<file path="src/hw/ooo_settings.svh">
`ifndef OOO_SETTINGS_SVH
`define OOO_SETTINGS_SVH

// datapath width
`define XLEN 32

// architectural register file, x0 reads as zero
`define NUM_REGS 32
`define REG_ADDR_W 5

// reorder buffer size, tag width must cover the depth
`define ROB_DEPTH 16
`define ROB_TAG_W 4

// multiplier latency in cycles
`define MUL_STAGES 3

`endif

</file>
<file path="src/hw/ooo_pkg.sv">
package ooo_pkg;

`include "ooo_settings.svh"

    // register index and data words as they travel between units
    typedef logic [`REG_ADDR_W-1:0] reg_idx_t;

    // instruction opcodes
    typedef enum logic [1:0] {
        op_addi = 2'd0,
        op_add  = 2'd1,
        op_xor  = 2'd2,
        op_mul  = 2'd3
    } op_e;

    // completion state of a ROB entry
    typedef enum logic {
        st_wait = 1'b0,
        st_done = 1'b1
    } rob_status_e;

    // one ROB slot, 39 bits with the default widths
    typedef struct packed {
        logic                valid;
        rob_status_e         status;
        reg_idx_t            rd;
        logic [`XLEN-1:0]    data;
    } rob_entry_t;

endpackage

</file>
<file path="src/hw/arch_regfile.sv">
`include "ooo_settings.svh"

module arch_regfile
    import ooo_pkg::*;
(
    input  logic             clk,
    input  logic             rst,

    // combinational operand reads
    input  reg_idx_t         rs1_addr_i,
    input  reg_idx_t         rs2_addr_i,
    output logic [`XLEN-1:0] rs1_data_o,
    output logic [`XLEN-1:0] rs2_data_o,

    // retirement write
    input  logic             wr_en_i,
    input  reg_idx_t         wr_addr_i,
    input  logic [`XLEN-1:0] wr_data_i
);

    logic [`XLEN-1:0] regs [`NUM_REGS];

    always_ff @(posedge clk) begin
        if (rst) begin
            for (int i = 0; i < `NUM_REGS; i++) begin
                regs[i] <= '0;
            end
        end else if (wr_en_i && (wr_addr_i != '0)) begin
            regs[wr_addr_i] <= wr_data_i;
        end
    end

    // x0 is hardwired to zero
    assign rs1_data_o = (rs1_addr_i == '0) ? '0 : regs[rs1_addr_i];
    assign rs2_data_o = (rs2_addr_i == '0) ? '0 : regs[rs2_addr_i];

endmodule

</file>
<file path="src/hw/dispatch_unit.sv">
`include "ooo_settings.svh"

module dispatch_unit
    import ooo_pkg::*;
(
    input  logic                  clk,
    input  logic                  rst,

    // instruction input
    input  logic                  in_valid_i,
    output logic                  in_ready_o,
    input  op_e                   in_op_i,
    input  reg_idx_t              in_rd_i,
    input  reg_idx_t              in_rs1_i,
    input  reg_idx_t              in_rs2_i,
    input  logic [`XLEN-1:0]      in_imm_i,

    // operand read from the register file
    output reg_idx_t              rs1_addr_o,
    output reg_idx_t              rs2_addr_o,
    input  logic [`XLEN-1:0]      rs1_data_i,
    input  logic [`XLEN-1:0]      rs2_data_i,

    // ROB allocation
    input  logic                  rob_full_i,
    input  logic [`ROB_TAG_W-1:0] rob_tail_i,
    output logic                  enq_o,
    output rob_entry_t            enq_entry_o,

    // issue to the execution pipe
    output logic                  issue_valid_o,
    output op_e                   issue_op_o,
    output logic [`XLEN-1:0]      issue_a_o,
    output logic [`XLEN-1:0]      issue_b_o,
    output logic [`ROB_TAG_W-1:0] issue_tag_o,

    // retirement feedback
    input  logic                  commit_valid_i,
    input  reg_idx_t              commit_rd_i
);

    // one bit per register with an uncommitted producer
    logic [`NUM_REGS-1:0] busy;

    logic uses_rs2;
    logic accept;

    // addi takes its second operand from the immediate
    assign uses_rs2 = (in_op_i != op_addi);

    // stall on any pending producer of a source or of rd
    assign in_ready_o = !rob_full_i
                     && !busy[in_rs1_i]
                     && !(uses_rs2 && busy[in_rs2_i])
                     && !busy[in_rd_i];

    assign accept = in_valid_i && in_ready_o;

    assign rs1_addr_o = in_rs1_i;
    assign rs2_addr_o = in_rs2_i;

    always_comb begin
        enq_o       = accept;
        enq_entry_o = '{valid: 1'b1, status: st_wait, rd: in_rd_i, data: '0};
    end

    always_comb begin
        issue_valid_o = accept;
        issue_op_o    = in_op_i;
        issue_a_o     = rs1_data_i;
        issue_b_o     = uses_rs2 ? rs2_data_i : in_imm_i;
        // the tail slot becomes the tag of this instruction
        issue_tag_o   = rob_tail_i;
    end

    always_ff @(posedge clk) begin
        if (rst) begin
            busy <= '0;
        end else begin
            if (commit_valid_i) begin
                busy[commit_rd_i] <= 1'b0;
            end
            // a new claim on the same register wins over the clear
            if (accept && (in_rd_i != '0)) begin
                busy[in_rd_i] <= 1'b1;
            end
        end
    end

endmodule

</file>
<file path="src/hw/exec_pipe.sv">
`include "ooo_settings.svh"

module exec_pipe
    import ooo_pkg::*;
(
    input  logic                  clk,
    input  logic                  rst,

    // issue from dispatch, always accepted
    input  logic                  issue_valid_i,
    input  op_e                   issue_op_i,
    input  logic [`XLEN-1:0]      issue_a_i,
    input  logic [`XLEN-1:0]      issue_b_i,
    input  logic [`ROB_TAG_W-1:0] issue_tag_i,

    // single-cycle path result
    output logic                  alu_wb_valid_o,
    output logic [`ROB_TAG_W-1:0] alu_wb_tag_o,
    output logic [`XLEN-1:0]      alu_wb_data_o,

    // multiplier result
    output logic                  mul_wb_valid_o,
    output logic [`ROB_TAG_W-1:0] mul_wb_tag_o,
    output logic [`XLEN-1:0]      mul_wb_data_o
);

    logic [`XLEN-1:0]      alu_result;
    logic [`XLEN-1:0]      mul_product;

    logic                  alu_valid_q;
    logic [`ROB_TAG_W-1:0] alu_tag_q;
    logic [`XLEN-1:0]      alu_data_q;

    // one slot per multiplier stage, several multiplies may be in flight
    logic [`MUL_STAGES-1:0] mul_valid_q;
    logic [`ROB_TAG_W-1:0]  mul_tag_q  [`MUL_STAGES];
    logic [`XLEN-1:0]       mul_data_q [`MUL_STAGES];

    // addi and add share the adder
    always_comb begin
        case (issue_op_i)
            op_xor:  alu_result = issue_a_i ^ issue_b_i;
            default: alu_result = issue_a_i + issue_b_i;
        endcase
    end

    // only the low word of the product is kept
    assign mul_product = issue_a_i * issue_b_i;

    always_ff @(posedge clk) begin
        if (rst) begin
            alu_valid_q <= 1'b0;
            mul_valid_q <= '0;
        end else begin
            alu_valid_q    <= issue_valid_i && (issue_op_i != op_mul);
            mul_valid_q[0] <= issue_valid_i && (issue_op_i == op_mul);
            for (int i = 1; i < `MUL_STAGES; i++) begin
                mul_valid_q[i] <= mul_valid_q[i-1];
            end
        end
    end

    always_ff @(posedge clk) begin
        alu_tag_q     <= issue_tag_i;
        alu_data_q    <= alu_result;
        mul_tag_q[0]  <= issue_tag_i;
        mul_data_q[0] <= mul_product;
        for (int i = 1; i < `MUL_STAGES; i++) begin
            mul_tag_q[i]  <= mul_tag_q[i-1];
            mul_data_q[i] <= mul_data_q[i-1];
        end
    end

    assign alu_wb_valid_o = alu_valid_q;
    assign alu_wb_tag_o   = alu_tag_q;
    assign alu_wb_data_o  = alu_data_q;

    assign mul_wb_valid_o = mul_valid_q[`MUL_STAGES-1];
    assign mul_wb_tag_o   = mul_tag_q[`MUL_STAGES-1];
    assign mul_wb_data_o  = mul_data_q[`MUL_STAGES-1];

endmodule

</file>
<file path="src/hw/ooo_core_top.sv">
`include "ooo_settings.svh"

module ooo_core_top
    import ooo_pkg::*;
(
    input  logic             clk,
    input  logic             rst,

    input  logic             in_valid_i,
    output logic             in_ready_o,
    input  op_e              in_op_i,
    input  reg_idx_t         in_rd_i,
    input  reg_idx_t         in_rs1_i,
    input  reg_idx_t         in_rs2_i,
    input  logic [`XLEN-1:0] in_imm_i,

    output logic             commit_valid_o,
    output reg_idx_t         commit_rd_o,
    output logic [`XLEN-1:0] commit_data_o
);

    // register file read
    reg_idx_t              rs1_addr;
    reg_idx_t              rs2_addr;
    logic [`XLEN-1:0]      rs1_data;
    logic [`XLEN-1:0]      rs2_data;

    // ROB allocation
    logic                  rob_full;
    logic [`ROB_TAG_W-1:0] rob_tail;
    logic                  enq;
    rob_entry_t            enq_entry;

    // issue
    logic                  issue_valid;
    op_e                   issue_op;
    logic [`XLEN-1:0]      issue_a;
    logic [`XLEN-1:0]      issue_b;
    logic [`ROB_TAG_W-1:0] issue_tag;

    // writeback
    logic                  alu_wb_valid;
    logic [`ROB_TAG_W-1:0] alu_wb_tag;
    logic [`XLEN-1:0]      alu_wb_data;
    logic                  mul_wb_valid;
    logic [`ROB_TAG_W-1:0] mul_wb_tag;
    logic [`XLEN-1:0]      mul_wb_data;

    dispatch_unit i_dispatch (
        .clk            (clk),
        .rst            (rst),
        .in_valid_i     (in_valid_i),
        .in_ready_o     (in_ready_o),
        .in_op_i        (in_op_i),
        .in_rd_i        (in_rd_i),
        .in_rs1_i       (in_rs1_i),
        .in_rs2_i       (in_rs2_i),
        .in_imm_i       (in_imm_i),
        .rs1_addr_o     (rs1_addr),
        .rs2_addr_o     (rs2_addr),
        .rs1_data_i     (rs1_data),
        .rs2_data_i     (rs2_data),
        .rob_full_i     (rob_full),
        .rob_tail_i     (rob_tail),
        .enq_o          (enq),
        .enq_entry_o    (enq_entry),
        .issue_valid_o  (issue_valid),
        .issue_op_o     (issue_op),
        .issue_a_o      (issue_a),
        .issue_b_o      (issue_b),
        .issue_tag_o    (issue_tag),
        .commit_valid_i (commit_valid_o),
        .commit_rd_i    (commit_rd_o)
    );

    exec_pipe i_exec (
        .clk            (clk),
        .rst            (rst),
        .issue_valid_i  (issue_valid),
        .issue_op_i     (issue_op),
        .issue_a_i      (issue_a),
        .issue_b_i      (issue_b),
        .issue_tag_i    (issue_tag),
        .alu_wb_valid_o (alu_wb_valid),
        .alu_wb_tag_o   (alu_wb_tag),
        .alu_wb_data_o  (alu_wb_data),
        .mul_wb_valid_o (mul_wb_valid),
        .mul_wb_tag_o   (mul_wb_tag),
        .mul_wb_data_o  (mul_wb_data)
    );

    rob i_rob (
        .clk            (clk),
        .rst            (rst),
        .enq_i          (enq),
        .enq_entry_i    (enq_entry),
        .tail_o         (rob_tail),
        .full_o         (rob_full),
        .alu_wb_valid_i (alu_wb_valid),
        .alu_wb_tag_i   (alu_wb_tag),
        .alu_wb_data_i  (alu_wb_data),
        .mul_wb_valid_i (mul_wb_valid),
        .mul_wb_tag_i   (mul_wb_tag),
        .mul_wb_data_i  (mul_wb_data),
        .commit_valid_o (commit_valid_o),
        .commit_rd_o    (commit_rd_o),
        .commit_data_o  (commit_data_o)
    );

    // the retirement stream is also the register file write port
    arch_regfile i_regfile (
        .clk            (clk),
        .rst            (rst),
        .rs1_addr_i     (rs1_addr),
        .rs2_addr_i     (rs2_addr),
        .rs1_data_o     (rs1_data),
        .rs2_data_o     (rs2_data),
        .wr_en_i        (commit_valid_o),
        .wr_addr_i      (commit_rd_o),
        .wr_data_i      (commit_data_o)
    );

endmodule

</file>
<file path="src/hw/rob.sv">
`include "ooo_settings.svh"

module rob
    import ooo_pkg::*;
(
    input  logic                  clk,
    input  logic                  rst,

    // allocation from dispatch
    input  logic                  enq_i,
    input  rob_entry_t            enq_entry_i,
    output logic [`ROB_TAG_W-1:0] tail_o,
    output logic                  full_o,

    // ALU writeback
    input  logic                  alu_wb_valid_i,
    input  logic [`ROB_TAG_W-1:0] alu_wb_tag_i,
    input  logic [`XLEN-1:0]      alu_wb_data_i,

    // multiplier writeback
    input  logic                  mul_wb_valid_i,
    input  logic [`ROB_TAG_W-1:0] mul_wb_tag_i,
    input  logic [`XLEN-1:0]      mul_wb_data_i,

    // in-order retirement
    output logic                  commit_valid_o,
    output reg_idx_t              commit_rd_o,
    output logic [`XLEN-1:0]      commit_data_o
);

    rob_entry_t rob_table [`ROB_DEPTH];

    logic [`ROB_TAG_W-1:0] head;
    logic [`ROB_TAG_W-1:0] tail;
    logic [`ROB_TAG_W:0]   count;

    logic enq_fire;
    logic deq_fire;

    assign full_o = (count == `ROB_DEPTH);
    assign tail_o = tail;

    // the head retires as soon as its result is in
    assign commit_valid_o = rob_table[head].valid && (rob_table[head].status == st_done);
    assign commit_rd_o    = rob_table[head].rd;
    assign commit_data_o  = rob_table[head].data;

    assign deq_fire = commit_valid_o;
    // a full table still takes a new entry when the head leaves in the same cycle
    assign enq_fire = enq_i && (!full_o || deq_fire);

    always_ff @(posedge clk) begin
        if (rst) begin
            head  <= '0;
            tail  <= '0;
            count <= '0;
            for (int i = 0; i < `ROB_DEPTH; i++) begin
                rob_table[i].valid <= 1'b0;
            end
        end else begin
            // writeback ports never hit the same slot in one cycle
            if (alu_wb_valid_i) begin
                rob_table[alu_wb_tag_i].status <= st_done;
                rob_table[alu_wb_tag_i].data   <= alu_wb_data_i;
            end
            if (mul_wb_valid_i) begin
                rob_table[mul_wb_tag_i].status <= st_done;
                rob_table[mul_wb_tag_i].data   <= mul_wb_data_i;
            end

            // retire before allocate, so a slot reused while full keeps its new valid bit
            if (deq_fire) begin
                rob_table[head].valid <= 1'b0;
                head <= (head == `ROB_DEPTH-1) ? '0 : head + 1'b1;
            end

            if (enq_fire) begin
                rob_table[tail] <= enq_entry_i;
                tail <= (tail == `ROB_DEPTH-1) ? '0 : tail + 1'b1;
            end

            case ({enq_fire, deq_fire})
                2'b10:   count <= count + 1'b1;
                2'b01:   count <= count - 1'b1;
                default: count <= count;
            endcase
        end
    end

endmodule

</file>
<file path="config.mk">
export PLATFORM = sky130hd
export DESIGN_NAME = ooo_core_top
export DESIGN_NICKNAME = d
export VERILOG_FILES = /design/src/hw/ooo_pkg.sv /design/src/hw/arch_regfile.sv /design/src/hw/dispatch_unit.sv /design/src/hw/exec_pipe.sv /design/src/hw/ooo_core_top.sv /design/src/hw/rob.sv
export VERILOG_INCLUDE_DIRS = /design/src /design/src/hw
export SDC_FILE = /design/constraint.sdc
export NUM_CORES = 2
export LEC_CHECK = 0
export ABC_AREA = 1
export BUFFER_PORTS_ARGS = -buffer_cell sky130_fd_sc_hd__buf_2
export CAP_MARGIN = 0
export CORE_MARGIN = 2
export CORE_UTILIZATION = 50
export CTS_CLUSTER_SIZE = 20
export DETAILED_ROUTE_END_ITERATION = 10
export PLACE_DENSITY = 0.65
export SLEW_MARGIN = 40
export SYNTH_ARGS = -nofsm -noshare
export SYNTH_HDL_FRONTEND = slang
export SYNTH_SLANG_ARGS = --single-unit
</file>
<file path="constraint.sdc">
create_clock -name clk -period 9.22 [get_ports clk]
set_input_delay 0.461 -clock clk [delete_from_list [all_inputs] [get_ports clk]]
set_output_delay 0.461 -clock clk [all_outputs]
set_load 0.1 [all_outputs]
</file>
After elaboration in Yosys (flattened, before gate mapping)
Memories as Yosys holds them, arrays and structs flattened. A register that Yosys moved wholly into a read port is not among the register bits.
Cells that the tools add are included.
- bitwise logic cells: 4
- reduce and logical (&&, ||, !) cells: 29
- multipliers: 1
- muxes and demuxes: 54
- magnitude comparators: 6
- add/subtract/negate cells: 5
- eq/ne operators: 8
- operators with widths (cell ; count):
    32-bit 2-to-1 mux ; 8
    39-bit 2-to-1 mux ; 4
    39-bit OR reduction ; 4
    32-bit adder ; 1
    32-bit AND ; 1
    32-bit by 32-bit multiplier with 32-bit output ; 1
    4-bit 2-to-1 mux ; 8
    32-bit NOT ; 1
    32-bit bitwise OR ; 1
    32-bit OR reduction ; 1
    32-bit bitwise XOR ; 1
    5-bit by 6-bit < comparator with 1-bit output, second input constant ; 4
    1-bit 2-to-1 mux ; 23
    1-bit binary-select mux with 5-bit select ; 3
    1-bit logical AND ; 13
    1-bit demux with 5-bit select ; 2
    5-bit by 1-bit greater-or-equal comparator with 1-bit output, second input constant ; 2
    5-bit zero test ; 2
    5-bit case mux with 2 select lines ; 1
    5-bit nonzero test ; 2
    4-bit by 1-bit adder with 4-bit output, second input constant ; 2
    4-bit == test, second input constant ; 2
    2-bit == test, second input constant ; 3
    3-bit 2-to-1 mux ; 2
    10 further kinds ; 15
- register bits: 85
- input port bits: 52
- bits in writable memories: 1756
- logic and storage cells: 119
- output and inout port bits: 39
- memories kept: 4
- memories (name ; depth ; bits a word ; read ports ; clocked after Yosys merged registers in ; wr ports ; line ; text):
    i_regfile.regs ; 32 ; 32 ; 2 ; 0 ; 32 ; arch_regfile.sv:21 ; logic [`XLEN-1:0] regs [`NUM_REGS];
    i_rob.rob_table ; 16 ; 39 ; 1 ; 1 ; 16 ; rob.sv:31 ; rob_entry_t rob_table [`ROB_DEPTH];
    i_exec.mul_data_q ; 3 ; 32 ; 3 ; 0 ; 3 ; exec_pipe.sv:37 ; logic [`XLEN-1:0] mul_data_q [`MUL_STAGES];
    i_exec.mul_tag_q ; 3 ; 4 ; 3 ; 0 ; 3 ; exec_pipe.sv:36 ; logic [`ROB_TAG_W-1:0] mul_tag_q [`MUL_STAGES];

Depth between registers and ports, before layout
- depth in word-level cells: 13
- gate-level depth with buffers: 44
- gate-level depth less buffers: 41

Modules after synthesis
A second synthesis with hierarchy kept.
- cell total of the unflattened synthesis: 15852
- area, all modules: 121454.0 µm²
- by module, submodules not included (module ; instances ; seq. area each (µm²) ; area each (µm²) ; cells each):
    arch_regfile ; 1 ; 30749.5 ; 56525.5 ; 7252
    rob ; 1 ; 18918.1 ; 39061.2 ; 5079
    exec_pipe ; 1 ; 2882.8 ; 22079.9 ; 2831
    dispatch_unit ; 1 ; 640.6 ; 3787.4 ; 690

Least setup slack after synthesis
OpenSTA, ideal clock, no wires.
- kind: input to register
- start: input in_rs2_i[2]
- end: memory i_exec.mul_data_q[0][28] (netlist name)
- cell stages on the path: 38
- required time: 9148 ps
- library setup time: 72 ps
- data arrival time: 7630 ps
- path slack: 1519 ps
- cells stage by stage: buf_2 -> inv_2 -> nand2_2 -> nor2_8 -> buf_2 -> nand2_1 -> nand3_1 -> nor2_1 -> nand2_1 -> nand3_1 -> nand2_1 -> clkbuf_1 -> buf_1 -> nand2_1 -> inv_1 -> fa_1 -> fa_1 -> inv_1 -> [... 2 more ...] -> fa_1 -> ha_1 -> ha_1 -> inv_1 -> fa_1 -> fa_1 -> inv_1 -> ha_1 -> a21oi_1 -> o21ai_1 -> a21boi_0 -> o21ai_1 -> a21boi_0 -> o21ai_1 -> a21oi_1 -> o21ai_1 -> a21oi_1 -> xor2_1
- RTL lines (item ; line ; text):
    start: declaration ; ooo_core_top.sv:14 ; input reg_idx_t in_rs2_i,
    end: declaration ; exec_pipe.sv:37 ;

==> flow_summary.toml <==
[run_status]
status = "finished, final reports clean"

[hold_path]
min_path_cells = 4
hp-start = "in_valid_i"
hold_path.class = "in2reg"
min_to = "i_rob.tail_o[0]"

[floorplanning]
rows = 175
core_sq_um = 227000
ios = 91
die_w_microns = 482
die_area_sq_um = 232000
die_h_microns = 482
start_util_pct = 50.2

[cts]
cts-root-buf = "clkbuf_16"
clkTransAtPathRegs_ns = 0.06
cts_tree = "done"
htree_levels = 4
clk_latency_ns = 0.90
cts.repair.resized = 0
numCtsBuffers = 199
clockBufferDepth = 3
cts_sinks = 1841

[worst_setup_path]
slowest_delay_ns = 0.55
path_class = "in2reg"
crit-reg2reg-launch = "i_regfile.regs[16][6]"
r2r_setup_slack_ns = 1.06
timing.rr.end = "i_exec.mul_data_q[0][29]"
crit_fanout = 24
cp-end-kind = "flip-flop"
cp_slowest_cell = "dlygate4sd3_1"
cp.arrival_ns = 9.16
cp-start-kind = "input pin"
critPathRequiredTime_ns = 10.03
reg2regPathDepth = 29
critPathMostFrequentCell = "fa_1"

[sta]
hold_violations = 0
max_slew_margin_pct = 36.0
rsz0062_at_grt = "no"
clock_skew_ns = 0.0865
holdWs_ns = 0.0533
fin_crit_sh_pct = 90.5
setup_viol = 0
fin_setup_tns_ns = 0
worst_pin_slew_ns = 0.959
fmax_mhz = 120
fin_crit_ns = 8.34
slew_viol_final = 0

[placement]
io_buffers = 90
hpwl_microns = 283000
place_inst = 17100
place.gp.congestion = 0.991

[drt]
routed_wl_microns = 451000
viasPerCell = 6.05
drt_iter0_markers = 14900
drt_pre_antenna_iters = 9
drc = 0
ant_nets = 0
wire_per_inst_microns = 25.8
vias = 106000

[synth]
syn_inst = 14700
synth-edff-count = 1104
avgSynthCellArea_sq_um = 7.79
netlist.area_leader.share_pct = 29.0
ys_top_cells_by_count = "2775 x nand2_1, 2206 x inv_1, 1813 x nor2_1"
yosys-top-cells-area = "edfxtp_1 29%, dfxtp_1 13%, nand2_1 9.1%"
ys.warnings.count = 0
yosys.area.top_type = "edfxtp_1"
yosysMostFrequentCell = "nand2_1"
ys_ff_latch = 1841
ys_types = 56
yosys_most_used_dff = "edfxtp_1"
async_reset_ff_share_pct = 0
syn_area_sq_um = 114000
ys_seq_area_share_pct = 42.0

[global_route]
grt_remaining_overflow = 0
grt_usage_pct = 38.1
antenna_found_initial = 21
grt_pass1_vias = 97500
grt_max_degree = 113
grt_pass1_wl_microns = 656000

[finish]
seqCellArea_sq_um = 47900
fill_cells = 21100
drive_gt1_share_pct = 7.40
multi_input_area_sq_um = 53100
fin_nets = 14900
stdcell_count = 17400
final_util_pct = 55.0
area_growth_pct = 9.51

[pwr]
ir_drop_uv = 1780
p_leak_uw = 0.0565
power.density_nw_per_um2 = 438

[flow_run]
maxCapViolations = 0
-- flip-flops by register name, summed over array words and instances, names as in the netlist, 4 cells and up, named ones only --
| name | cells |
|---|---|
| i_regfile.regs | 1024 |
| i_rob.rob_table | 624 |
| i_exec.mul_data_q | 96 |
| i_dispatch.busy | 32 |
| i_exec.alu_wb_data_o | 32 |
| i_exec.mul_tag_q | 9 |
| i_rob.count | 5 |
| i_rob.head | 4 |
| i_rob.tail_o | 4 |
-- placed cells by master, fill, tap and decap left out, types with 202 or more instances in the layout --
master     synthesis  layout
nor2_1          1813    1787
edfxtp_1        1104    1104
o211ai_1         725     725
fa_1             410     410
a21oi_1          534     534
inv_1           2206    2197
dfxtp_1          737     733
o21ai_0         1041    1040
nand2_1         2775    2708
nand3_1         1205    1196
o221ai_1         212     212
clkbuf_16          0     202
buf_4             46     341
-- per-layer routing --
metal / vias to the layer above / part of all wire (%) / global-route usage (%)
li1: 47100 / - / -
met3: 1526 / 14 / 10.4
met2: 7294 / 42 / 56.9
met4: 18 / 6.0 / 19.3
met1: 49700 / 38 / 50.8
met5: - / 0.030 / 0
-- cell type report --
class | count | share of cell area [%]
antenna | 14 | 0.0280
clock buffer | 245 | 4.28
clock inverter | 129 | 1.31
inverter | 2253 | 6.80
multi-input combinational | 9443 | 42.5
sequential | 1841 | 38.3
tap | 3009 | 3.01
timing repair buffer | 514 | 3.72
-- worst max path at each step --
stage                      from                       end  slack (ns)
finish               in_op_i[1]  i_exec.mul_data_q[0][29]        0.88
global route        in_rs2_i[0]  i_exec.mul_data_q[0][31]        0.70
CTS                  in_op_i[1]  i_exec.mul_data_q[0][29]        1.07
detailed placement  in_rs2_i[0]  i_exec.mul_data_q[0][31]        0.19
global placement    in_rs2_i[0]  i_exec.mul_data_q[0][31]        0.08
floorplan           in_rs2_i[2]  i_exec.mul_data_q[0][28]        1.52
-- logic make-up (layout without fill, tap and decap cells) --
logic type,Yosys count,count (layout),synth area share (%)
XOR/XNOR,71,71,0.551
AND/OR/NAND/NOR,5985,5985,21.4
AO/OA/AOI/OAI,2779,2779,15.1
flip-flops,1841,1841,42.0
buffers and inverters,3403,3141,12.0
other,1,46,0.00328
adder cells (fa/ha/maj),576,576,9.01
-- repair_timing --
| action | in CTS | in global routing |
|---|---|---|
| setup buffers | 0 | 0 |
| hold buffers | 4 | 0 |
| hold endpoints to repair | 5 | 0 |
-- critical path, delay by kind of cell --
family | cells | cell delay, ns
fa+ha+maj | 10 | 4.53
buf+inv | 10 | 1.79
simple gates | 4 | 1.03
xor+xnor | 1 | 0.16
compound gates | 6 | 1.13
-- per-stage QoR --
| stage | total power (uW) | setup slack, ns | cell area (sq um) |
|---|---|---|---|
| floorplan | 35200 | 1.52 | 114000 |
| global placement | 45300 | 0.0803 | 118000 |
| detailed placement | 45500 | 0.191 | 118000 |
| CTS | 54100 | 1.07 | 125000 |
| global route | 58200 | 0.698 | 125000 |
| finish | 54800 | 0.879 | 125000 |
-- where the power goes --
part           switching, uW  leakage (uW)  internal, uW
Sequential               744        0.0173          9910
Combinational          23200        0.0357         12300
Clock                   3670       0.00340          4980
Power figures use the tool's default switching activity.
